===== src/logic/dc_settings.svh =====
// Data cache geometry
// Two-way set-associative, 16-byte lines, 15-bit physical address
// split into tag, set index and byte offset

`ifndef DC_SETTINGS_SVH
`define DC_SETTINGS_SVH

// Address fields
`define DC_ADDR_W   15
`define DC_TAG_W    7
`define DC_INDEX_W  4
`define DC_OFFSET_W 4

// Core word and cache line
`define DC_WORD_W   32
`define DC_LINE_W   128

`define DC_SETS     16

`endif


===== src/logic/dc_way_ram.sv =====
// Data cache way storage
// One entry per set, read without a clock, written on the rising edge.
// Serves both the tag store and the line store through entry_t

`timescale 1ns/1ps
`default_nettype none

`include "dc_settings.svh"

module dc_way_ram #(
  parameter type entry_t = logic
) (
  input  logic                    clk,
  input  logic                    rst,
  input  logic [`DC_INDEX_W-1:0]  index,
  input  logic                    wr_en,
  input  entry_t                  wr_data,
  output entry_t                  rd_data
);

  entry_t mem [0:`DC_SETS-1];

  // Reset clears every set so valid and dirty bits start low
  always_ff @(posedge clk) begin
    if (rst) begin
      for (int i = 0; i < `DC_SETS; i++) begin
        mem[i] <= '0;
      end
    end else if (wr_en) begin
      mem[index] <= wr_data;
    end
  end

  // Asynchronous read of the addressed set
  assign rd_data = mem[index];

endmodule

`default_nettype wire


===== config.mk =====
export PLATFORM = sky130hd
export DESIGN_NAME = dc_way_ram
export DESIGN_NICKNAME = d
export VERILOG_FILES = /design/src/logic/dc_way_ram.sv
export VERILOG_INCLUDE_DIRS = /design/src /design/src/logic
export SDC_FILE = /design/constraint.sdc
export NUM_CORES = 1
export LEC_CHECK = 0
export ABC_AREA = 1
export BUFFER_PORTS_ARGS = -buffer_cell sky130_fd_sc_hd__buf_4
export CAP_MARGIN = 10
export CORE_MARGIN = 2
export CORE_UTILIZATION = 25
export DETAILED_ROUTE_END_ITERATION = 7
export HOLD_SLACK_MARGIN = 0.1
export SLEW_MARGIN = 30
export SYNTH_ARGS = -nofsm -noshare
export SYNTH_HDL_FRONTEND = slang
export SYNTH_SLANG_ARGS = --single-unit

===== constraint.sdc =====
create_clock -name clk -period 1.2 [get_ports clk]
set_input_delay 0 -clock clk [delete_from_list [all_inputs] [get_ports clk]]
set_output_delay 0 -clock clk [all_outputs]
set_load 0.005 [all_outputs]

==> impl_results.md <==
- Count of hold-fix buffers inserted at cts: 0
- Worst setup path start: mem[0]$_SDFFCE_PN0P_
- Post-synthesis register bit count: 16
- Time the worst path needs with I/O delays and setup: 1.22 ns
- Global-route wire length before repair: 3460 um
- Unrepaired setup endpoints after global routing: true
- Period utilization: 1.02
- Lkg Pwr: 0.536 nW
- Antenna Diode Count: 0
- Kind of capture point of the worst setup path: output port
- Register with the most flip-flops: mem
- Start-to-end type of the worst setup path: reg -> out
- Placement Setup Slack: 0.147 ns
- CP Data Required Time: 1.20 ns
- Worst path max stage delay: 0.39 ns
- Family of cells with the greatest summed delay on the critical path: simple AND/OR/NAND/NOR gates
- Die extent in y: 65.6 um
- Worst-margin pin slew: 0.281 ns
- Total CTS buffers: 3
- Area of all sequential standard cells: 480 um2
- Area share of the largest cell type after synthesis: 0.507
- Final count of hold timing violations: 0
- Count of TritonRoute iterations in the first routing pass: 4
- Failing checks: setup timing
- Floorplan core area: 3660 um2
- Die span in x: 65.6 um
- Cell Chain, Critical Path: nand2_1, nand2_1, nand2_1, nand2_1, nand2_1, nand2_1, inv_1, nand2_2, buf_6
- Number of library cell types mapped by synthesis: 11
- Final-layout fill cell count: 388
- ANT nets after route: 0
- Count of final setup violators: 1
- Largest cells by area after synthesis: sky130_fd_sc_hd__edfxtp_1 51%, sky130_fd_sc_hd__nand2_1 30%, sky130_fd_sc_hd__nor2_1 7.5%
- Pin count of the biggest net entering global routing: 17
- Flip-flop count of the largest register, all copies and words added: 16
- Net count reported at finish: 151
- Fraction of the yosys area taken by sequential cells: 0.507
- Area growth, synth to finish: 20.5%
- Slew Viols, Final: 0
- Initial antenna violation count: 0
- Share of total power in combinational logic: 0.147
- Net Sw Power: 0.310 mW
- Post-synthesis area per instance: 7.40 um2
- Global route overflow: 0
- Die area: 4300 um2
- Residual DRC count: 0
- Launch instance of the worst min-delay path: index[1]
- Final estimated routing congestion in global placement: 0.772
- Max IR drop VDD: 0.000306 V
- Count of yosys warnings during synthesis: 0
- Post-synthesis cell type with the largest combined area: sky130_fd_sc_hd__edfxtp_1
- Number of buffer cells added on primary ports: 8
- Slew Limit Headroom: 0.812
- Final HPWL from detailed placement: 1500 um
- Critical-path top delay cell: sky130_fd_sc_hd__edfxtp_1
- Worst hold slack after final layout: 0.253 ns
- Fraction of the core area covered by cells at the end of the flow: 0.312
- Cell-internal power: 0.942 mW
- Worst hold path class: in -> reg
- Placed instance count: 186
- Sequential power share: 0.524
- Clock tree root driver cell: sky130_fd_sc_hd__clkbuf_8
- Non-filler cells, final: 190
- Total power: 1.25 mW
- Maximum clock path buffer count: 2
- Critical path peak fanout: 1
- Post-synthesis net count: 136
- Vias in the first global route: 751
- Most common cell after layout, fill and taps aside: sky130_fd_sc_hd__nand2_1
- Registers with the highest flip-flop counts: mem x16
- Final design instance area without fill: 1140 um2
- Area occupied by multi-input gates: 418 um2
- Total negative setup slack: -0.0211 ns
- Clock sink count: 16
- Clock tree from TritonCTS: built
- Drt via density: 4.21
- Most frequent cells in the layout: 75 x sky130_fd_sc_hd__nand2_1, 19 x sky130_fd_sc_hd__nor2_1, 16 x sky130_fd_sc_hd__edfxtp_1, 12 x sky130_fd_sc_hd__buf_4, 6 x sky130_fd_sc_hd__inv_1
- Critical path arrival: 1.22 ns
- Total I/O pin count: 9
- Drt first-iter violations: 71
- H-tree level count: 1
- Slack of the critical path: -0.0211 ns
- Routed vias: 799
- Cell type with the highest occurrence count on the critical path: sky130_fd_sc_hd__nand2_1
- Fraction of layout instances using a drive strength above 1: 0.176
- CTS clk-pin slew, worst paths: 0.06 ns
- Run status: complete, but fails checks
- Post-detailed-route wirelength per cell: 10.9 um
- Cell area power density: 1100 nW/um2
- Buf/Inv on CP: 2
- Instance count of the mapped netlist: 128
- FP Rows: 22
- Max-Cap Viols: 0
- Clock group share of total power: 0.329
- Effective utilization at floorplan: 0.259
- Overall track demand over capacity in global routing: 0.109
- Worst Setup Start Kind: flip-flop
- Net switching fraction of the power: 0.248
- Post-synthesis instance area: 947 um2
- Max Fclk: 819 MHz
- Routed wire length: 2070 um
- Post-CTS setup buffers: 0
- Placement-stage cell area: 1090 um2
repair_timing:
item | in CTS | in global routing
pin swaps | 3 | 5
setup endpoints to repair | 1 | 1
gates cloned | 0 | 0
hold endpoints to repair | 0 | 0
resized for setup | 0 | 2
cell usage after synthesis:
cell                       count
sky130_fd_sc_hd__nand2_1      76
sky130_fd_sc_hd__nor2_1       19
sky130_fd_sc_hd__edfxtp_1     16
sky130_fd_sc_hd__inv_1         6
sky130_fd_sc_hd__clkbuf_1      2
sky130_fd_sc_hd__inv_2         2
sky130_fd_sc_hd__nor3_2        2
sky130_fd_sc_hd__nor3_4        2
sky130_fd_sc_hd__buf_4         1
sky130_fd_sc_hd__inv_4         1
sky130_fd_sc_hd__nand2_2       1
power by group through the flow:
stage	Combinational (mW)	Clock (mW)	Sequential (mW)
2_1_floorplan	0.108	0	0.663
5_1_grt	0.207	0.451	0.659
3_5_place_dp	0.178	0	0.669
6_report	0.183	0.413	0.656
4_1_cts	0.179	0.429	0.657
3_3_place_gp	0.177	0	0.668
layout make-up:
type	instances	share of cell area
inverters	9	0.0318
multi-input cells	100	0.366
repair buffers	13	0.0888
clock buffers	3	0.0362
flip-flops and latches	16	0.421
clock inverters	1	0.00329
well taps	48	0.0526
metal layers:
metal  GRT usage  routed length [um]
met2       0.166                 947
met1       0.152                1040
met5           0                   0
met4      0.0547                  33
met3      0.0154                  48
logic make-up (layout without fill, tap and decap cells):
| kind of cell | Yosys count | after routing | share of synthesized area |
|---|---|---|---|
| simple gates | 100 | 100 | 0.439 |
| flops | 16 | 16 | 0.507 |
| buf+inv | 12 | 26 | 0.0542 |
path summary, 6_finish.rpt:
check	to	slack [ns]	depth (start not counted)
min	mem[1]$_SDFFCE_PN0P_	0.25	4
max	rd_data	-0.02	9
worst min-delay path, delay by kind of cell:
family | cells | cell delay (ns)
AND/OR/NAND/NOR | 3 | 0.19
buffers and inverters | 1 | 0.15
No activity file was read; power rests on OpenSTA's default activity.
