File: config.mk
export PLATFORM = sky130hd
export DESIGN_NAME = dc_ctrl
export DESIGN_NICKNAME = d
export VERILOG_FILES = /design/src/logic/dc_pkg.sv /design/src/logic/dc_ctrl.sv
export VERILOG_INCLUDE_DIRS = /design/src /design/src/logic
export SDC_FILE = /design/constraint.sdc
export NUM_CORES = 1
export LEC_CHECK = 0
export BUFFER_PORTS_ARGS = -buffer_cell sky130_fd_sc_hd__buf_2
export CAP_MARGIN = 20
export CORE_AREA = 2 2 335 337
export DETAILED_ROUTE_END_ITERATION = 8
export DIE_AREA = 0 0 337 339
export GPL_TIMING_DRIVEN = 0
export PLACE_DENSITY = 0.34
export SYNTH_ARGS = -nofsm -noshare
export SYNTH_HDL_FRONTEND = slang
export SYNTH_SLANG_ARGS = --single-unit
File: constraint.sdc
create_clock -name clk -period 18.8 [get_ports clk]
set_clock_uncertainty 0.2 [all_clocks]
set_input_delay 0.94 -clock clk [delete_from_list [all_inputs] [get_ports clk]]
set_output_delay 0.94 -clock clk [all_outputs]
set_load 0.01 [all_outputs]
File: src/logic/dc_settings.svh
// Data cache geometry
// Two-way set-associative, 16-byte lines, 15-bit physical address
// split into tag, set index and byte offset

`ifndef DC_SETTINGS_SVH
`define DC_SETTINGS_SVH

// Address fields
`define DC_ADDR_W   15
`define DC_TAG_W    7
`define DC_INDEX_W  4
`define DC_OFFSET_W 4

// Core word and cache line
`define DC_WORD_W   32
`define DC_LINE_W   128

`define DC_SETS     16

`endif

File: src/logic/dc_pkg.sv
// Data cache types
// Core request and response, tag entry, memory request and controller states

`default_nettype none

`include "dc_settings.svh"

package dc_pkg;

  // Core load or store, one aligned word
  typedef struct packed {
    logic                    write;
    logic [`DC_ADDR_W-1:0]   addr;
    logic [`DC_WORD_W-1:0]   wdata;
  } dc_req_t;

  typedef struct packed {
    logic [`DC_WORD_W-1:0] rdata;
  } dc_rsp_t;

  // One way's entry for one set
  typedef struct packed {
    logic                  valid;
    logic                  dirty;
    logic [`DC_TAG_W-1:0]  tag;
  } dc_tag_t;

  // Fill request, with the dirty victim riding along when evict is set
  typedef struct packed {
    logic [`DC_ADDR_W-1:0]  fill_addr;
    logic                   evict;
    logic [`DC_ADDR_W-1:0]  evict_addr;
    logic [`DC_LINE_W-1:0]  evict_data;
  } dc_mem_req_t;

  typedef enum logic [1:0] {IDLE, LOOKUP, REFILL} dc_state_e;

endpackage

`default_nettype wire

File: src/logic/dc_ctrl.sv
// Data cache controller
// IDLE/LOOKUP/REFILL state machine, holds the accepted request and the
// per-set LRU bits, steers array writes and the line fill request

`timescale 1ns/1ps
`default_nettype none

`include "dc_settings.svh"

module dc_ctrl (
  input  logic                     clk,
  input  logic                     rst,
  input  dc_pkg::dc_req_t          req,
  input  logic                     req_valid,
  output logic                     req_ready,
  output dc_pkg::dc_req_t          cur_req,
  output logic                     lru,
  input  logic                     hit,
  input  logic                     hit_way,
  input  logic                     victim_way,
  input  logic                     victim_dirty,
  input  logic [`DC_TAG_W-1:0]     victim_tag,
  input  logic [`DC_LINE_W-1:0]    victim_line,
  input  logic [`DC_WORD_W-1:0]    rd_word,
  input  logic [`DC_LINE_W-1:0]    merged_line,
  output logic [1:0]               tag_wr_en,
  output dc_pkg::dc_tag_t          tag_wr_data,
  output logic [1:0]               line_wr_en,
  output logic [`DC_LINE_W-1:0]    line_wr_data,
  output dc_pkg::dc_rsp_t          rsp,
  output logic                     rsp_valid,
  output dc_pkg::dc_mem_req_t      mem_req,
  output logic                     mem_req_valid,
  input  logic                     mem_ack,
  input  logic [`DC_LINE_W-1:0]    mem_fill
);

  dc_pkg::dc_state_e        state;
  logic [`DC_SETS-1:0]      lru_bits;
  logic                     fill_way;
  logic [`DC_INDEX_W-1:0]   cur_index;
  logic [`DC_TAG_W-1:0]     cur_tag;

  assign cur_index = cur_req.addr[`DC_OFFSET_W +: `DC_INDEX_W];
  assign cur_tag   = cur_req.addr[`DC_ADDR_W-1 -: `DC_TAG_W];
  assign req_ready = (state == dc_pkg::IDLE);
  assign lru       = lru_bits[cur_index];

  always_ff @(posedge clk) begin
    if (rst) begin
      state         <= dc_pkg::IDLE;
      rsp_valid     <= 1'b0;
      mem_req_valid <= 1'b0;
      lru_bits      <= '0;
    end else begin
      rsp_valid <= 1'b0;
      case (state)
        dc_pkg::IDLE: begin
          if (req_valid) begin
            state <= dc_pkg::LOOKUP;
          end
        end
        dc_pkg::LOOKUP: begin
          if (hit) begin
            state               <= dc_pkg::IDLE;
            rsp_valid           <= 1'b1;
            lru_bits[cur_index] <= ~hit_way;
          end else begin
            state         <= dc_pkg::REFILL;
            mem_req_valid <= 1'b1;
          end
        end
        dc_pkg::REFILL: begin
          // Fill lands now, the retry in LOOKUP then hits
          if (mem_ack) begin
            state         <= dc_pkg::LOOKUP;
            mem_req_valid <= 1'b0;
          end
        end
        default: state <= dc_pkg::IDLE;
      endcase
    end
  end

  // Request, read data and miss payload
  always_ff @(posedge clk) begin
    if (req_valid && req_ready) begin
      cur_req <= req;
    end
    if (state == dc_pkg::LOOKUP && hit) begin
      rsp.rdata <= rd_word;
    end
    if (state == dc_pkg::LOOKUP && !hit) begin
      fill_way           <= victim_way;
      mem_req.fill_addr  <= {cur_tag, cur_index, {`DC_OFFSET_W{1'b0}}};
      mem_req.evict      <= victim_dirty;
      mem_req.evict_addr <= {victim_tag, cur_index, {`DC_OFFSET_W{1'b0}}};
      mem_req.evict_data <= victim_line;
    end
  end

  // Array writes, store hit or line fill
  always_comb begin
    tag_wr_en    = 2'b00;
    line_wr_en   = 2'b00;
    tag_wr_data  = '{valid: 1'b1, dirty: 1'b1, tag: cur_tag};
    line_wr_data = merged_line;
    if (state == dc_pkg::LOOKUP && hit && cur_req.write) begin
      // Read hits leave the tag entry as it is
      tag_wr_en[hit_way]  = 1'b1;
      line_wr_en[hit_way] = 1'b1;
    end else if (state == dc_pkg::REFILL && mem_ack) begin
      tag_wr_en[fill_way]  = 1'b1;
      line_wr_en[fill_way] = 1'b1;
      tag_wr_data.dirty    = 1'b0;
      line_wr_data         = mem_fill;
    end
  end

endmodule

`default_nettype wire

==> impl_metrics.json, run 1 <==
{
  "synth_cell_type_count": 33,
  "p_int_mw": 1.009,
  "num-nets-final": 1882,
  "crit_arrival_ns": 2.60,
  "first_global_vias": 8620,
  "min_period_over_period_pct": 19.90,
  "first_pass_iters": 4,
  "yosysWarnings": 0,
  "rows": 122,
  "antenna_found_initial": 25,
  "die-width_microns": 337,
  "syn_avg_cell_area_sq_um": 19.41,
  "setup_tns_ns": 0,
  "p_comb_share_pct": 12.7,
  "critical_path_peak_fanout": 36,
  "grt_max_degree": 47,
  "wl_met3_microns": 6781,
  "worst_setup_path_end_kind": "primary output",
  "setup_viol": 0,
  "drtAntennaViolNets": 0,
  "cts_setup_buffers": 0,
  "postSynthCellCount": 499,
  "wirelength_microns": 53220,
  "ys_seq_area_share_pct": 74.82,
  "hold_viol_final": 0,
  "ioPinCount": 863,
  "ctsHoldBuffers": 0,
  "outcome": "completed",
  "vias": 8462,
  "root_buffer": "clkbuf_16",
  "initial_core_util_pct": 8.776,
  "numPortBuffers": 851,
  "drc": 0,
  "globalplace.congestion": 0.9656,
  "cts_made_buffers": 30,
  "power_switching_mw": 0.3216,
  "cts_tree": "built",
  "ys_ff_latch": 248,
  "rsz0062_at_grt": "false",
  "cts_buffer_depth": 3,
  "hp-class": "flop to flop",
  "power.share.clock_pct": 39.7,
  "met1_length_microns": 21010,
  "grt_first_pass_wirelength_microns": 69080,
  "final_util_pct": 15.33,
  "die_h_microns": 339,
  "path_class": "input pin to primary output",
  "critPathRequiredTime_ns": 17.66,
  "area_growth_pct": 74.65,
  "clk_latency_ns": 0.57,
  "vias_per_cell": 2.905,
  "tightestPinTransition_ns": 0.9954,
  "die_area_sq_mm": 0.1142,
  "ir_drop_uv": 65.15,
  "top_layer": "met5",
  "final_cell_mix": "859 x buf_2, 228 x edfxtp_1, 76 x mux2_1",
  "mappedNetlistArea_sq_mm": 0.009686,
  "final_max_slew_viol_count": 0,
  "track_usage_pct": 8.639,
  "power_frac_seq_pct": 47.6,
  "max-slew-margin-rel_pct": 33.64,
  "max_clock_freq_mhz": 267.3,
  "p_sw_share_pct": 24.17,
  "worst_setup_path_start_kind": "input pin",
  "wl_per_cell_microns": 18.27,
  "overflow": 0,
  "cts.sinks": 248,
  "htree_levels": 1,
  "routed-wl-met2_microns": 23930,
  "place_hpwl_microns": 46090,
  "drtIter0Drc": 451,
  "post-route-min-period_ns": 3.741,
  "drive_gt1_share_pct": 71.90,
  "coreArea_sq_mm": 0.1104,
  "powerDensity_mw_per_mm2": 78.66,
  "post_cts_resized": 0,
  "layout_commonest_cell": "buf_2",
  "p_leak_nw": 7.133,
  "clk_pin_slew_ns": 0.05,
  "maxCapViolCount": 0
}
-- per-layer routing --
| metal | GRT usage, % | up-vias |
|---|---|---|
| li1 | - | 3748 |
| met1 | 10.37 | 4100 |
| met2 | 13.66 | 507 |
| met3 | 4.142 | 85 |
| met4 | 2.372 | 22 |
| met5 | 0 | - |
-- worst max-delay path, stage by stage --
cell and delay, ns:
buf_2 0.12, and3b_2 0.85, nand2_1 0.11, o22ai_1 0.27
buf_4 0.16, buf_2 0.11
-- power by group through the flow --
stage	clock, mW	sequential, mW	combinational (mW)
after floorplan	0	0.657	0.0468
after global placement	0	0.652	0.166
after detailed placement	0	0.645	0.170
after CTS	0.557	0.634	0.171
after global routing	0.577	0.635	0.181
final	0.529	0.633	0.168
-- cells in the mapped netlist --
library cell    n  area, sq um
a21oi_1         2        10.01
mux4_2          4        90.09
nor3_1          5        25.02
a311oi_1       12        105.1
a31oi_1        16        100.1
and2_1          2        12.51
inv_1           2        7.510
mux2i_1         4        40.04
clkbuf_1        2        7.510
and4b_2         1        11.26
and4bb_1        1        12.51
nand3_1         1        5.000
nor2_1          5        18.77
mux2_1         76        855.8
conb_1          2        7.510
clkbuf_8        4        55.05
and3b_2         1        10.01
edfxtp_1      228         6847
and2_4          2        17.52
and2_2          1        7.510
o21ai_0         1        5.000
buf_6          12        135.1
mux2_2         52        585.6
dfxtp_1        20        400.4
nand2_1         1        3.750
buf_4          23        172.7
nor3b_1         1        7.510
o22ai_1         1        6.260
nand3b_4        1        20.02
clkbuf_2        1        5.000
nor2b_1         3        18.77
buf_2           8        40.04
and4_2          4        40.04
-- metrics by stage --
step | worst slack, ns | power, mW | instance area [sq um] | instances | hold WS, ns
2_1_floorplan | 6.054 | 0.7040 | 9712 | 506 | 0.3005
3_3_place_gp | 0.5437 | 0.8181 | 15830 | 2845 | 0.2731
3_5_place_dp | 14.91 | 0.8155 | 16020 | 2859 | 0.2664
4_1_cts | 14.96 | 1.362 | 16900 | 2908 | 0.2756
5_1_grt | 14.78 | 1.394 | 16910 | 2911 | 0.2813
6_report | 15.06 | 1.331 | 16920 | 2913 | 0.2728
-- flip-flops by register name (all words and copies together), names as in the netlist --
| signal | count |
|---|---|
| cur_req | 48 |
| fill_way | 1 |
| lru_bits | 16 |
| mem_req | 147 |
| mem_req_valid | 1 |
| rsp | 32 |
| rsp_valid | 1 |
| state | 2 |
-- cell families (layout without fill, tap and decap cells) --
family | count (synthesis) | in the layout | share of synthesized area, %
AO/OA/AOI/OAI | 32 | 32 | 2.338
buffers and inverters | 52 | 966 | 4.366
flip-flops | 248 | 248 | 74.82
multiplexers | 136 | 136 | 16.23
other | 2 | 14 | 0.07754
AND/OR/NAND/NOR | 29 | 29 | 2.170
-- final timing paths --
path          startpoint            to  slack (ns)  cells after the start
max                  hit  tag_wr_en[0]       15.06                      6
max reg2reg     state[0]  mem_req[102]       15.54                     10
min          cur_req[45]  mem_req[157]        0.27                      0
min reg2reg  cur_req[45]  mem_req[157]        0.27                      0
-- cell type report --
class / count / area, sq um
well taps: 1488 / 1862
flip-flops and latches: 248 / 7247
inverters: 2 / 7.507
diodes: 5 / 12.51
clock inverters: 13 / 108.9
multi-input cells: 206 / 2049
plain buffers: 50 / 415.4
clock buffers: 36 / 773.2
fillers: 12392 / 93450
repair buffers: 865 / 4441
(Power assumes the default switching activity.)
==> inputs of run 2 (changes only) <==
- CORE_AREA: 2 2 335 337 -> 2 2 338 340
- DIE_AREA: 0 0 337 339 -> 0 0 340 342
- PLACE_DENSITY: 0.34 -> 0.33
- clock period: 18.8 -> 3.5 ns (I/O delays scaled with it)
==> run 2 against run 1 <==
Critical path depth unchanged; non-clock buffer count increased by 219; routed wire length shrank 0.77%; die area rose by 1.8%; via count increased by 9.6%; global-route usage shrank 0.28 points; clock-buffer cell count is 4 lower; cell count up 8.6%; worst hold slack worse by 0.17 ns; clock power grew to 6.1 times the previous value.
==> impl_metrics.json, run 2 (synthesized netlist as in run 1, its figures left out) <==
{
  "outcome": "completed",
  "final_max_slew_viol_count": 0,
  "wirelength_microns": 52810,
  "nFillCells": 12524,
  "initial_core_util_pct": 8.563,
  "area_growth_pct": 99.57,
  "seq_area_sq_mm": 0.007248,
  "r2r_end": "mem_req[101]",
  "vias_per_cell": 2.933,
  "slowest_delay_ns": 0.87,
  "grt_first_pass_wirelength_microns": 69840,
  "min_period_over_period_pct": 83.57,
  "worst_setup_path_end_kind": "primary output",
  "crit_start": "state[1]",
  "worstReg2RegStart": "state[1]",
  "die_area_sq_mm": 0.1163,
  "vias": 9276,
  "largest_register_ffs": 147,
  "final_cell_mix": "859 x buf_2, 228 x edfxtp_1, 224 x dlygate4sd3_1",
  "hp-class": "input pin to flop",
  "cts_made_buffers": 29,
  "cp_num_cells": 6,
  "antenna_found_initial": 24,
  "die-width_microns": 340,
  "cp_num_buf_inv": 3,
  "layout_commonest_cell": "buf_2",
  "max-slew-margin-rel_pct": 30.90,
  "critPathRequiredTime_ns": 3.12,
  "min-delay-start": "rd_word[29]",
  "fin_area_sq_mm": 0.01933,
  "grt_max_degree": 49,
  "rows": 124,
  "coreArea_sq_mm": 0.1131,
  "rsz0062_at_grt": "false",
  "critical_path_peak_fanout": 35,
  "first_pass_iters": 4,
  "r2r_cells": 7,
  "hold_viol_final": 0,
  "cts_setup_buffers": 0,
  "p_leak_nw": 8.113,
  "crit_chain": "buf_6 > and3b_2 > nand2_1 > o22ai_1 > buf_4 > buf_2",
  "drc": 0,
  "die_h_microns": 342,
  "drive_gt1_share_pct": 62.29,
  "drtIter0Drc": 476,
  "cts_buffer_depth": 3,
  "ir_drop_uv": 337.0,
  "root_buffer": "clkbuf_16",
  "clk_latency_ns": 0.58,
  "rrSetupSlack_ns": 1.02,
  "crit_arrival_ns": 2.55,
  "place_hpwl_microns": 44350,
  "post-route-min-period_ns": 2.925,
  "drtAntennaViolNets": 0,
  "max_clock_freq_mhz": 341.9,
  "path_class": "flop to primary output",
  "ctsHoldBuffers": 224,
  "ioPinCount": 863,
  "htree_levels": 1,
  "crit_end": "tag_wr_en[0]",
  "tightestPinTransition_ns": 1.036,
  "dpl_cell_area_sq_mm": 0.01606,
  "regMostFlops": "mem_req",
  "post_cts_resized": 0,
  "final_util_pct": 17.09,
  "largestRegisters": "mem_req: 147 flops, cur_req: 48 flops, rsp: 32 flops",
  "cts_tree": "built",
  "clk_pin_slew_ns": 0.06,
  "globalplace.congestion": 0.8644,
  "worst_setup_path_start_kind": "flop",
  "wl_per_cell_microns": 16.70,
  "track_usage_pct": 8.361,
  "maxCapViolCount": 0,
  "setup_viol": 0,
  "numPortBuffers": 851,
  "first_global_vias": 9558,
  "hold-worst-slack_ns": 0.1015,
  "cp_slowest_cell": "and3b_2",
  "powerDensity_mw_per_mm2": 400.0,
  "overflow": 0,
  "multi_input_area_sq_mm": 0.002056,
  "crit_family": "simple AND/OR/NAND/NOR gates",
  "num-nets-final": 2100,
  "cts.sinks": 248
}
-- run 2: cell count changes in the layout (fill, tap and decap cells not counted), sizes merged --
cell	before	now
clkinvlp	0	3
dlygate4sd3	0	224
clkbuf	43	39
bufinv	1	5
clkinv	12	10
diode	5	7
buf	908	903
inv	2	6
-- run 2: worst min-delay path by stage --
stage / end / slack (ns) / cells past startpoint
5_1_grt: mem_req[62] / 0.07 / 2
3_5_place_dp: cur_req[40] / 0.15 / 1
3_3_place_gp: rsp[29] / 0.15 / 1
6_report: rsp[29] / 0.10 / 2
4_1_cts: rsp[9] / 0.05 / 2
2_1_floorplan: cur_req[0] / 0.07 / 0
-- run 2: metrics by stage --
stage                     worst slack (ns)  cells  setup TNS (ns)  power [mW]
after floorplan                     -1.337    506         -199.99       3.766
after global placement              -3.244   2869         -479.71       4.369
after detailed placement            0.9759   2878               0       4.376
after CTS                           0.4493   3156               0       7.901
after global routing                0.3420   3161               0       8.055
final                               0.5750   3163               0       7.732
-- run 2: layer usage --
metal | GRT usage (%) | share of wire (%) | vias to the layer above
li1 | - | - | 4195
met5 | 0 | 0.17 | -
met4 | 2.784 | 2.9 | 14
met3 | 2.325 | 8.2 | 87
met1 | 11.06 | 43 | 4467
met2 | 13.06 | 46 | 513
-- run 2: power breakdown --
group	internal, mW	switching (mW)
sequential	3.36	0.0442
combinational	0.591	0.521
clock	1.91	1.31
total	5.86	1.87
-- run 2: worst register-to-register path, cell delays in order (launching register included) --
cell	delay, ns
dfxtp_1	0.31
buf_6	0.13
nor3b_4	0.55
buf_16	0.25
buf_8	0.19
buf_16	0.17
buf_16	0.17
buf_8	0.20
-- run 2: cell type report --
class,instances,share of cell area (%)
inverters,2,0.03884
diodes,7,0.09062
well taps,1512,9.787
plain buffers,50,2.149
clock inverters,22,1.398
flip-flops and latches,248,37.50
repair buffers,1084,34.59
multi-input cells,206,10.63
clock buffers,32,3.813
