File: src/logic/dc_settings.svh
// Data cache geometry
// Two-way set-associative, 16-byte lines, 15-bit physical address
// split into tag, set index and byte offset

`ifndef DC_SETTINGS_SVH
`define DC_SETTINGS_SVH

// Address fields
`define DC_ADDR_W   15
`define DC_TAG_W    7
`define DC_INDEX_W  4
`define DC_OFFSET_W 4

// Core word and cache line
`define DC_WORD_W   32
`define DC_LINE_W   128

`define DC_SETS     16

`endif

File: src/logic/dc_pkg.sv
// Data cache types
// Core request and response, tag entry, memory request and controller states

`default_nettype none

`include "dc_settings.svh"

package dc_pkg;

  // Core load or store, one aligned word
  typedef struct packed {
    logic                    write;
    logic [`DC_ADDR_W-1:0]   addr;
    logic [`DC_WORD_W-1:0]   wdata;
  } dc_req_t;

  typedef struct packed {
    logic [`DC_WORD_W-1:0] rdata;
  } dc_rsp_t;

  // One way's entry for one set
  typedef struct packed {
    logic                  valid;
    logic                  dirty;
    logic [`DC_TAG_W-1:0]  tag;
  } dc_tag_t;

  // Fill request, with the dirty victim riding along when evict is set
  typedef struct packed {
    logic [`DC_ADDR_W-1:0]  fill_addr;
    logic                   evict;
    logic [`DC_ADDR_W-1:0]  evict_addr;
    logic [`DC_LINE_W-1:0]  evict_data;
  } dc_mem_req_t;

  typedef enum logic [1:0] {IDLE, LOOKUP, REFILL} dc_state_e;

endpackage

`default_nettype wire

File: src/logic/dc_lookup.sv
// Data cache lookup
// Tag compare on both ways, victim choice, word select for loads
// and store-word merge into the hit line

`timescale 1ns/1ps
`default_nettype none

`include "dc_settings.svh"

module dc_lookup (
  input  dc_pkg::dc_req_t          req,
  input  dc_pkg::dc_tag_t          tag_way0,
  input  dc_pkg::dc_tag_t          tag_way1,
  input  logic [`DC_LINE_W-1:0]    line_way0,
  input  logic [`DC_LINE_W-1:0]    line_way1,
  input  logic                     lru,
  output logic                     hit,
  output logic                     hit_way,
  output logic                     victim_way,
  output logic                     victim_dirty,
  output logic [`DC_TAG_W-1:0]     victim_tag,
  output logic [`DC_LINE_W-1:0]    victim_line,
  output logic [`DC_WORD_W-1:0]    rd_word,
  output logic [`DC_LINE_W-1:0]    merged_line
);

  logic [`DC_TAG_W-1:0]   req_tag;
  logic [1:0]             word_sel;
  logic                   hit0;
  logic                   hit1;
  logic [`DC_LINE_W-1:0]  hit_line;
  dc_pkg::dc_tag_t        victim_entry;

  assign req_tag  = req.addr[`DC_ADDR_W-1 -: `DC_TAG_W];
  assign word_sel = req.addr[`DC_OFFSET_W-1:2];

  assign hit0    = tag_way0.valid && (tag_way0.tag == req_tag);
  assign hit1    = tag_way1.valid && (tag_way1.tag == req_tag);
  assign hit     = hit0 || hit1;
  assign hit_way = hit1;

  // Invalid way first, LRU only when the set is full
  always_comb begin
    if (!tag_way0.valid) begin
      victim_way = 1'b0;
    end else if (!tag_way1.valid) begin
      victim_way = 1'b1;
    end else begin
      victim_way = lru;
    end
  end

  assign victim_entry = victim_way ? tag_way1 : tag_way0;
  assign victim_dirty = victim_entry.valid && victim_entry.dirty;
  assign victim_tag   = victim_entry.tag;
  assign victim_line  = victim_way ? line_way1 : line_way0;

  assign hit_line = hit_way ? line_way1 : line_way0;
  assign rd_word  = hit_line[word_sel*`DC_WORD_W +: `DC_WORD_W];

  // Store word replaces one word of the hit line
  always_comb begin
    merged_line = hit_line;
    merged_line[word_sel*`DC_WORD_W +: `DC_WORD_W] = req.wdata;
  end

endmodule

`default_nettype wire

File: config.mk
export PLATFORM = sky130hd
export DESIGN_NAME = dc_lookup
export DESIGN_NICKNAME = d
export VERILOG_FILES = /design/src/logic/dc_pkg.sv /design/src/logic/dc_lookup.sv
export VERILOG_INCLUDE_DIRS = /design/src /design/src/logic
export SDC_FILE = /design/constraint.sdc
export NUM_CORES = 1
export LEC_CHECK = 0
export BUFFER_PORTS_ARGS = -buffer_cell sky130_fd_sc_hd__buf_2
export CAP_MARGIN = 20
export CORE_AREA = 2 2 243 245
export DETAILED_ROUTE_END_ITERATION = 8
export DIE_AREA = 0 0 245 247
export PLACE_DENSITY = 0.34
export RECOVER_POWER = 25
export SYNTH_ARGS = -nofsm -noshare
export SYNTH_HDL_FRONTEND = slang
export SYNTH_SLANG_ARGS = --single-unit
File: constraint.sdc
create_clock -name vclk -period 4.12
set_clock_uncertainty 0.1 [all_clocks]
set_input_delay 0.618 -clock vclk [all_inputs]
set_output_delay 0.618 -clock vclk [all_outputs]
set_load 0.02 [all_outputs]
==> metrics.csv, run 1 <==
metric,value,unit
seq_power_share,0,
synth_top_area_frac,0.229,
crit_arrival,2570,ps
cts_setup_buffers,0,
cap_violations,0,
cp_max_fo,29,
rsz0062_at_grt,false,
drc_errors,0,
slew-limit-headroom,0.570,
min_to,victim_line[19],
cellLeakagePower,4.63,nW
synth_top_area_cell,mux2_2,
grt_pass1_wl,70.3,mm
period_needed,3280,ps
dieArea,0.0605,mm2
port_buffers,615,
slowest_delay,510,ps
setup_viol,0,
timing_hold_violations_final,0,
peakVddDrop,54.2,uV
place_hpwl,40.3,mm
cp_cell_sequence,buf_4 > buf_4 > ha_4 > nor4b_4 > buf_4 > nand2_1 > o311ai_0 > buf_2,
initial_core_util,0.126,
die_h,247,um
final_nets,1699,
synthCells,834,
critPathTopFamily,buffers and inverters,
via_count,10100,
ctsHoldBuffers,0,
path_buf_inv,4,
wl_per_cell,23.4,um
syn-cell-area,0.00732,mm2
worstHoldStart,line_way0[19],
synthDistinctLibCells,29,
cpMaxStageDelayCell,buf_4,
p_comb_frac,1.000,
areaGrowthSynthToFinish,54.2,%
ant_nets,0,
ctsResizeCount,0,
flops_and_latches,0,
critPathLaunchType,primary input,
design.core.area,0.0582,mm2
nClkBuffers,0,
finalCritPeriodShare,0.797,
status,"complete, no violations",
dieWidth,245,um
fmax,305,MHz
crit_top_cell,buf_4,
wl,50.1,mm
crit_required,3400,ps
first_pass_iters,5,
avgSynthCellArea,8.78,um2
antenna_found_initial,7,
hold_depth,3,
powerDensity,138,mW/mm2
p_clk_frac,0,
synth_common_cells,"149 x mux2_2, 80 x a221o_1, 80 x nor2b_1, 80 x nor4b_1, 77 x clkbuf_1",
place.gp.congestion,0.856,
path_class,primary input to output port,
synth_area_leaders,"mux2_2 23%, mux4_2 20%, a221o_1 11%",
syn-num-nets,1162,
via_per_inst,4.72,
yosys_warnings,0,
report.final.slew_viol_count,0,
p_int,0.000627,W
worst_slew_pin_slew,637,ps
grt_overflow,0,
p_switching,0.000931,W
yosysMostFrequentCell,mux2_2,
grtUsageTotal,0.153,
swShare,0.598,
grt_max_degree,81,
io_pins,622,
yosysSeqAreaShare,0,
drt_iter0_drc,421,
placementRows,89,
drive_gt1_frac,0.590,
cp-end-kind,output port,
fin_hold_ws,1500,ps
holdCritPathClass,primary input to output port,
fin_setup_tns,0,ps
grt_pass1_vias,10100,
regArea,0,um2
-- metal layers --
layer	up-vias	track usage	routed length [um]
li1	4481	-	-
met1	5015	0.184	20000
met2	572	0.289	25700
met3	43	0.0229	3640
met4	0	0.0235	734
met5	-	0	0
-- area by class of cell --
class | instances | area (um2)
fillers | 6639 | 46900
repair buffers | 652 | 3390
diodes | 2 | 5.00
inverters | 53 | 199
multi-input cells | 664 | 6740
well taps | 773 | 967
-- worst max path at each step --
stage,from,to,slack [ps],cells after the start
final,req[34],merged_line[125],840,8
after global routing,req[34],merged_line[125],630,8
after CTS,req[34],merged_line[125],830,8
after detailed placement,req[34],merged_line[125],830,8
after global placement,req[34],merged_line[125],800,8
after floorplan,req[35],merged_line[9],660,7
-- power by group through the flow --
stage	Sequential (W)	Clock, W	Combinational (W)
floorplan	0	0	0.000895
global placement	0	0	0.00159
detailed placement	0	0	0.00158
CTS	0	0	0.00159
global route	0	0.0000000000653	0.00166
finish	0	0.0000000000658	0.00156
-- cell families after synthesis --
kind of cell / after synthesis / synth area share
AND/OR/NAND/NOR: 283 / 0.268
XOR/XNOR: 14 / 0.0167
multiplexers: 220 / 0.437
buffers and inverters: 170 / 0.0941
adder cells (fa/ha/maj): 5 / 0.00854
AO/OA/AOI/OAI: 142 / 0.176
-- worst min-delay path, delay by kind of cell --
family / cells / cell delay (ps)
muxes: 1 / 130
buffers and inverters: 2 / 240
-- placed cells by master (no fill, tap or decap) --
| cell | count |
|---|---|
| buf_2 | 543 |
| mux2_2 | 149 |
| nor2b_1 | 80 |
| nor4b_1 | 80 |
| a221o_1 | 80 |
| clkbuf_1 | 70 |
| mux4_2 | 64 |
| inv_1 | 51 |
| nand2_1 | 51 |
| nand4b_1 | 48 |
| o311ai_0 | 33 |
| buf_4 | 30 |
| o311ai_1 | 15 |
| xnor2_1 | 14 |
| nand3_1 | 12 |
| o21ai_0 | 12 |
| buf_12 | 9 |
| mux2_1 | 6 |
| nand4_1 | 4 |
| ha_4 | 4 |
| diode_2 | 2 |
| inv_2 | 2 |
| nor3_2 | 2 |
| and4_1 | 1 |
| and4_2 | 1 |
| nand2_4 | 1 |
| nor4b_4 | 1 |
| nor4bb_4 | 1 |
| o21ai_1 | 1 |
| o21ai_4 | 1 |
| mux2i_1 | 1 |
| nor2_1 | 1 |
| ha_1 | 1 |
-- stage by stage --
step / worst slack, ps / area [um2] / util / total power (W) / cells
2_1_floorplan: 662 / 7320 / - / 0.000895 / 834
3_3_place_gp: 803 / 11400 / 0.195 / 0.00159 / 2142
3_5_place_dp: 834 / 11400 / 0.195 / 0.00158 / 2142
4_1_cts: 825 / 11400 / 0.195 / 0.00159 / 2142
5_1_grt: 634 / 11300 / 0.194 / 0.00166 / 2144
6_report: 837 / 11300 / 0.194 / 0.00156 / 2144
(Power assumes the default switching activity.)
==> inputs of run 2 (changes only) <==
--- a/config.mk
+++ b/config.mk
@@ -6,12 +6,13 @@
 export SDC_FILE = /design/constraint.sdc
 export NUM_CORES = 1
 export LEC_CHECK = 0
+export ABC_AREA = 1
 export BUFFER_PORTS_ARGS = -buffer_cell sky130_fd_sc_hd__buf_2
 export CAP_MARGIN = 20
-export CORE_AREA = 2 2 243 245
+export CORE_AREA = 2 2 239 241
 export DETAILED_ROUTE_END_ITERATION = 8
-export DIE_AREA = 0 0 245 247
-export PLACE_DENSITY = 0.34
+export DIE_AREA = 0 0 241 243
+export PLACE_DENSITY = 0.35
 export RECOVER_POWER = 25
 export SYNTH_ARGS = -nofsm -noshare
 export SYNTH_HDL_FRONTEND = slang
==> constraint.sdc (replaced) <==
create_clock -name vclk -period 2.95
set_clock_uncertainty 0.1 [all_clocks]
set_input_delay 0.4425 -clock vclk [all_inputs]
set_output_delay 0.4425 -clock vclk [all_outputs]
set_load 0.02 [all_outputs]
==> metrics.csv, run 2 <==
metric,value,unit
total_power,0.00223,W
fin_setup_tns,0,ps
status,"complete, no violations",
crit_arrival,2310,ps
dieWidth,241,um
drc_errors,0,
fmax,351,MHz
synthDistinctLibCells,22,
use_met2,0.322,
n_fill_cell,6899,
wl_per_cell,21.5,um
die_h,243,um
timing_hold_violations_final,0,
grt-busiest-layer,met2,
avgSynthCellArea,4.25,um2
wl,63.2,mm
critPathLaunchType,primary input,
grt_overflow,0,
slew-limit-headroom,0.496,
synth_common_cells,"942 x nand2_1, 325 x nand3_1, 90 x o21ai_0",
grt_pass1_vias,11900,
regArea,0,um2
place_hpwl,53.8,mm
placementRows,87,
final_nets,2511,
grt_use_met3,0.0197,
ant_nets,0,
yosysSeqAreaShare,0,
port_buffers,615,
via_per_inst,4.33,
ctsHoldBuffers,0,
drt_iter0_drc,995,
design.core.area,0.0560,mm2
place.gp.congestion,0.959,
use_met1,0.302,
io_pins,622,
synth_area_leaders,"nand2_1 51%, nand3_1 24%, o21ai_0 6.6%",
synth_top_area_cell,nand2_1,
grt_max_degree,71,
rsz0062_at_grt,false,
antenna_found_initial,7,
worst_slew_pin_slew,756,ps
nClkBuffers,0,
report.final.slew_viol_count,0,
cp-end-kind,output port,
first_pass_iters,6,
dieArea,0.0586,mm2
grt_pass1_wl,86.8,mm
mostFrequentLayoutCell,nand2_1,
multi_input_area,0.00604,mm2
syn-num-nets,1943,
areaGrowthSynthToFinish,59.2,%
period_needed,2850,ps
peakVddDrop,59.1,uV
path_class,primary input to output port,
setup_viol,0,
cap_violations,0,
finalCritPeriodShare,0.967,
via_count,12700,
cts_setup_buffers,0,
initial_core_util,0.123,
grtUsageTotal,0.203,
final_cell_mix,"941 x nand2_1, 545 x buf_2, 320 x nand3_1",
cp_max_fo,19,
flops_and_latches,0,
syn-cell-area,0.00687,mm2
yosys_warnings,0,
powerDensity,204,mW/mm2
synth_top_area_frac,0.515,
synthCells,1615,
drive_gt1_frac,0.294,
crit_required,2410,ps
yosysMostFrequentCell,nand2_1,
holdCritPathClass,primary input to output port,
cellLeakagePower,6.82,nW
==> run 2: changes by cell type in the layout (fill, tap and decap cells not counted), sizes merged, moves of 80 or more <==
cell | previous run | this run
a221o | 80 | 0
nand2 | 52 | 942
nand3 | 12 | 325
mux2 | 155 | 0
o21ai | 14 | 107
nor2b | 80 | 0
nor4b | 81 | 0
==> run 2: worst paths after layout <==
kind	startpoint	to	slack [ps]	cells past startpoint
max	tag_way1[2]	rd_word[3]	100	13
min	line_way1[28]	victim_line[28]	1110	4
==> run 2: final cells by class <==
type / instances / area share
diodes: 2 / 0.000458
inverters: 65 / 0.0226
multi-input cells: 1427 / 0.552
well taps: 756 / 0.0865
repair buffers: 689 / 0.338
==> run 2: metal layers <==
metal / share of wire / routed length, um
met5: 0.00033 / 21
met4: 0.0098 / 622
met3: 0.062 / 3910
met2: 0.44 / 27800
met1: 0.49 / 30900
==> run 2: kinds of logic (layout without fill, tap and decap cells) <==
kind of cell,Yosys count,count (layout),synth area share
compound gates,113,113,0.0847
xor+xnor,3,3,0.00382
fa+ha+maj,5,5,0.00910
buf+inv,188,754,0.129
other cells,0,2,0
simple gates,1306,1306,0.774
==> run 2: power breakdown <==
part	total [W]	internal [W]	switching (W)
sequential	0	0	0
combinational	0.00223	0.000672	0.00156
clock	0.0000000000918	0.0000000000918	0
total	0.00223	0.000672	0.00156
==> run 2: per-stage QoR <==
stage / cells / worst slack (ps) / area (um2) / hold slack [ps] / utilization
after global routing: 2939 / 3.94 / 10900 / 1140 / 0.195
final: 2939 / 98.7 / 10900 / 1110 / 0.195
after detailed placement: 2937 / 36.0 / 11000 / 1120 / 0.197
after global placement: 2937 / 1.42 / 11000 / 1120 / 0.197
after floorplan: 1615 / 1.33 / 6870 / 954 / -
after CTS: 2937 / 25.5 / 11000 / 1120 / 0.197
==> run 2: repair_timing <==
action / 4_1_cts / 5_1_grt
resized for setup: 0 / 8
hold endpoints to repair: 0 / 0
endpoints found under the setup margin: 0 / 17
==> run 2: worst max-delay path, cell delays in order <==
cell and delay, ps:
buf_2 100, inv_1 60, nand2_1 50, nand2_1 110, nand2_1 110, nor2_4 200
buf_12 200, buf_4 200, nand3_1 120, nand3_1 110, nand3_1 240, nand2_1 130
buf_2 190
==> inputs of run 3 (changes only) <==
--- a/config.mk
+++ b/config.mk
@@ -12,7 +12,7 @@
 export CORE_AREA = 2 2 239 241
 export DETAILED_ROUTE_END_ITERATION = 8
 export DIE_AREA = 0 0 241 243
-export PLACE_DENSITY = 0.35
+export PLACE_DENSITY = 0.46
 export RECOVER_POWER = 25
 export SYNTH_ARGS = -nofsm -noshare
 export SYNTH_HDL_FRONTEND = slang
==> metrics.csv, run 3 (synthesis results as in run 2) <==
metric,value,unit
cp_cell_sequence,buf_2 > inv_1 > o21ai_4 > clkbuf_4 > nand2_1 > nand2_1 > buf_2,
areaGrowthSynthToFinish,59.2,%
powerDensity,203,mW/mm2
path_class,primary input to output port,
cp_max_fo,74,
cellLeakagePower,6.79,nW
cpMaxStageDelayCell,clkbuf_4,
dieWidth,241,um
flops_and_latches,0,
period_needed,2840,ps
crit_arrival,2290,ps
grt_overflow,0,
place.gp.congestion,0.952,
slew-limit-headroom,0.256,
first_pass_iters,6,
fmax,353,MHz
cp-end-kind,output port,
design.core.area,0.0560,mm2
dp_slack,142,ps
final_cell_mix,"941 x nand2_1, 544 x buf_2, 321 x nand3_1",
grt_pass1_vias,11800,
io_pins,622,
nClkBuffers,0,
via_count,12800,
peakVddDrop,61.3,uV
timing_hold_violations_final,0,
wl,62.0,mm
regArea,0,um2
place_hpwl,51.3,mm
multi_input_area,0.00603,mm2
layout_setup_ws,115,ps
cap_violations,0,
grtUsageTotal,0.198,
drt_iter0_drc,1114,
dieArea,0.0586,mm2
antenna_found_initial,16,
port_buffers,615,
initial_core_util,0.123,
rsz0062_at_grt,false,
critPathLaunchType,primary input,
fin_setup_tns,0,ps
routed.top_layer,met5,
status,"complete, no violations",
ctsResizeCount,0,
wl_met1,29.1,mm
setup_viol,0,
crit_start,tag_way1[8],
via_per_inst,4.38,
crit_required,2410,ps
die_h,243,um
drc_errors,0,
fin_hold_ws,1110,ps
wl_per_cell,21.1,um
holdCritPathClass,primary input to output port,
cts_setup_buffers,0,
wl_met3,5.77,mm
worst_slew_pin_slew,1120,ps
dr_wl_met2,26.3,mm
grt_pass1_wl,84.4,mm
ant_nets,0,
ctsHoldBuffers,0,
report.final.slew_viol_count,0,
slowest_delay,780,ps
n_fill_cell,6959,
finalCritPeriodShare,0.961,
postLayoutCoreUtil,0.195,
placementRows,87,
grt_max_degree,97,
mostFrequentLayoutCell,nand2_1,
drive_gt1_frac,0.290,
cp-endpoint,victim_line[75],
final_nets,2497,
## run 3: power breakdown
group	internal (W)	switching (W)
Combinational	0.000674	0.00155
Sequential	0	0
Clock	0.000000000309	0
Total	0.000674	0.00155
## run 3: how the worst min path moves through the flow
stage                   startpoint          endpoint  slack (ps)  cells after the start
global placement    line_way1[124]  victim_line[124]        1110                      4
detailed placement  line_way1[100]  victim_line[100]        1110                      4
global route         line_way1[70]   victim_line[70]        1140                      4
CTS                 line_way1[100]  victim_line[100]        1110                      4
floorplan             line_way1[0]    victim_line[0]         950                      2
finish               line_way1[42]   victim_line[42]        1110                      4
## run 3: metrics by stage
| step | cell area (um2) | total power [W] | instances |
|---|---|---|---|
| after CTS | 11000 | 0.00225 | 2923 |
| final | 10900 | 0.00222 | 2930 |
| after floorplan | 6870 | 0.00116 | 1615 |
| after detailed placement | 11000 | 0.00224 | 2923 |
| after global routing | 10900 | 0.00241 | 2928 |
| after global placement | 11000 | 0.00225 | 2923 |
## run 3: area by class of cell
class	count	area share
antenna	7	0.00160
inverter	65	0.0227
multi-input combinational	1427	0.552
tap	756	0.0865
timing repair buffer	675	0.337
## run 3: metal layers
| layer | vias up | track usage |
|---|---|---|
| met1 | 5846 | 0.292 |
| met2 | 691 | 0.301 |
| met4 | 4 | 0.0218 |
| met5 | - | 0 |
| met3 | 38 | 0.0401 |
| li1 | 6249 | - |
## run 3: worst max-delay path: cells and delay by family
family | cells | cell delay (ps)
buffers and inverters | 4 | 1130
AND/OR/NAND/NOR | 2 | 310
AO/OA/AOI/OAI | 1 | 280
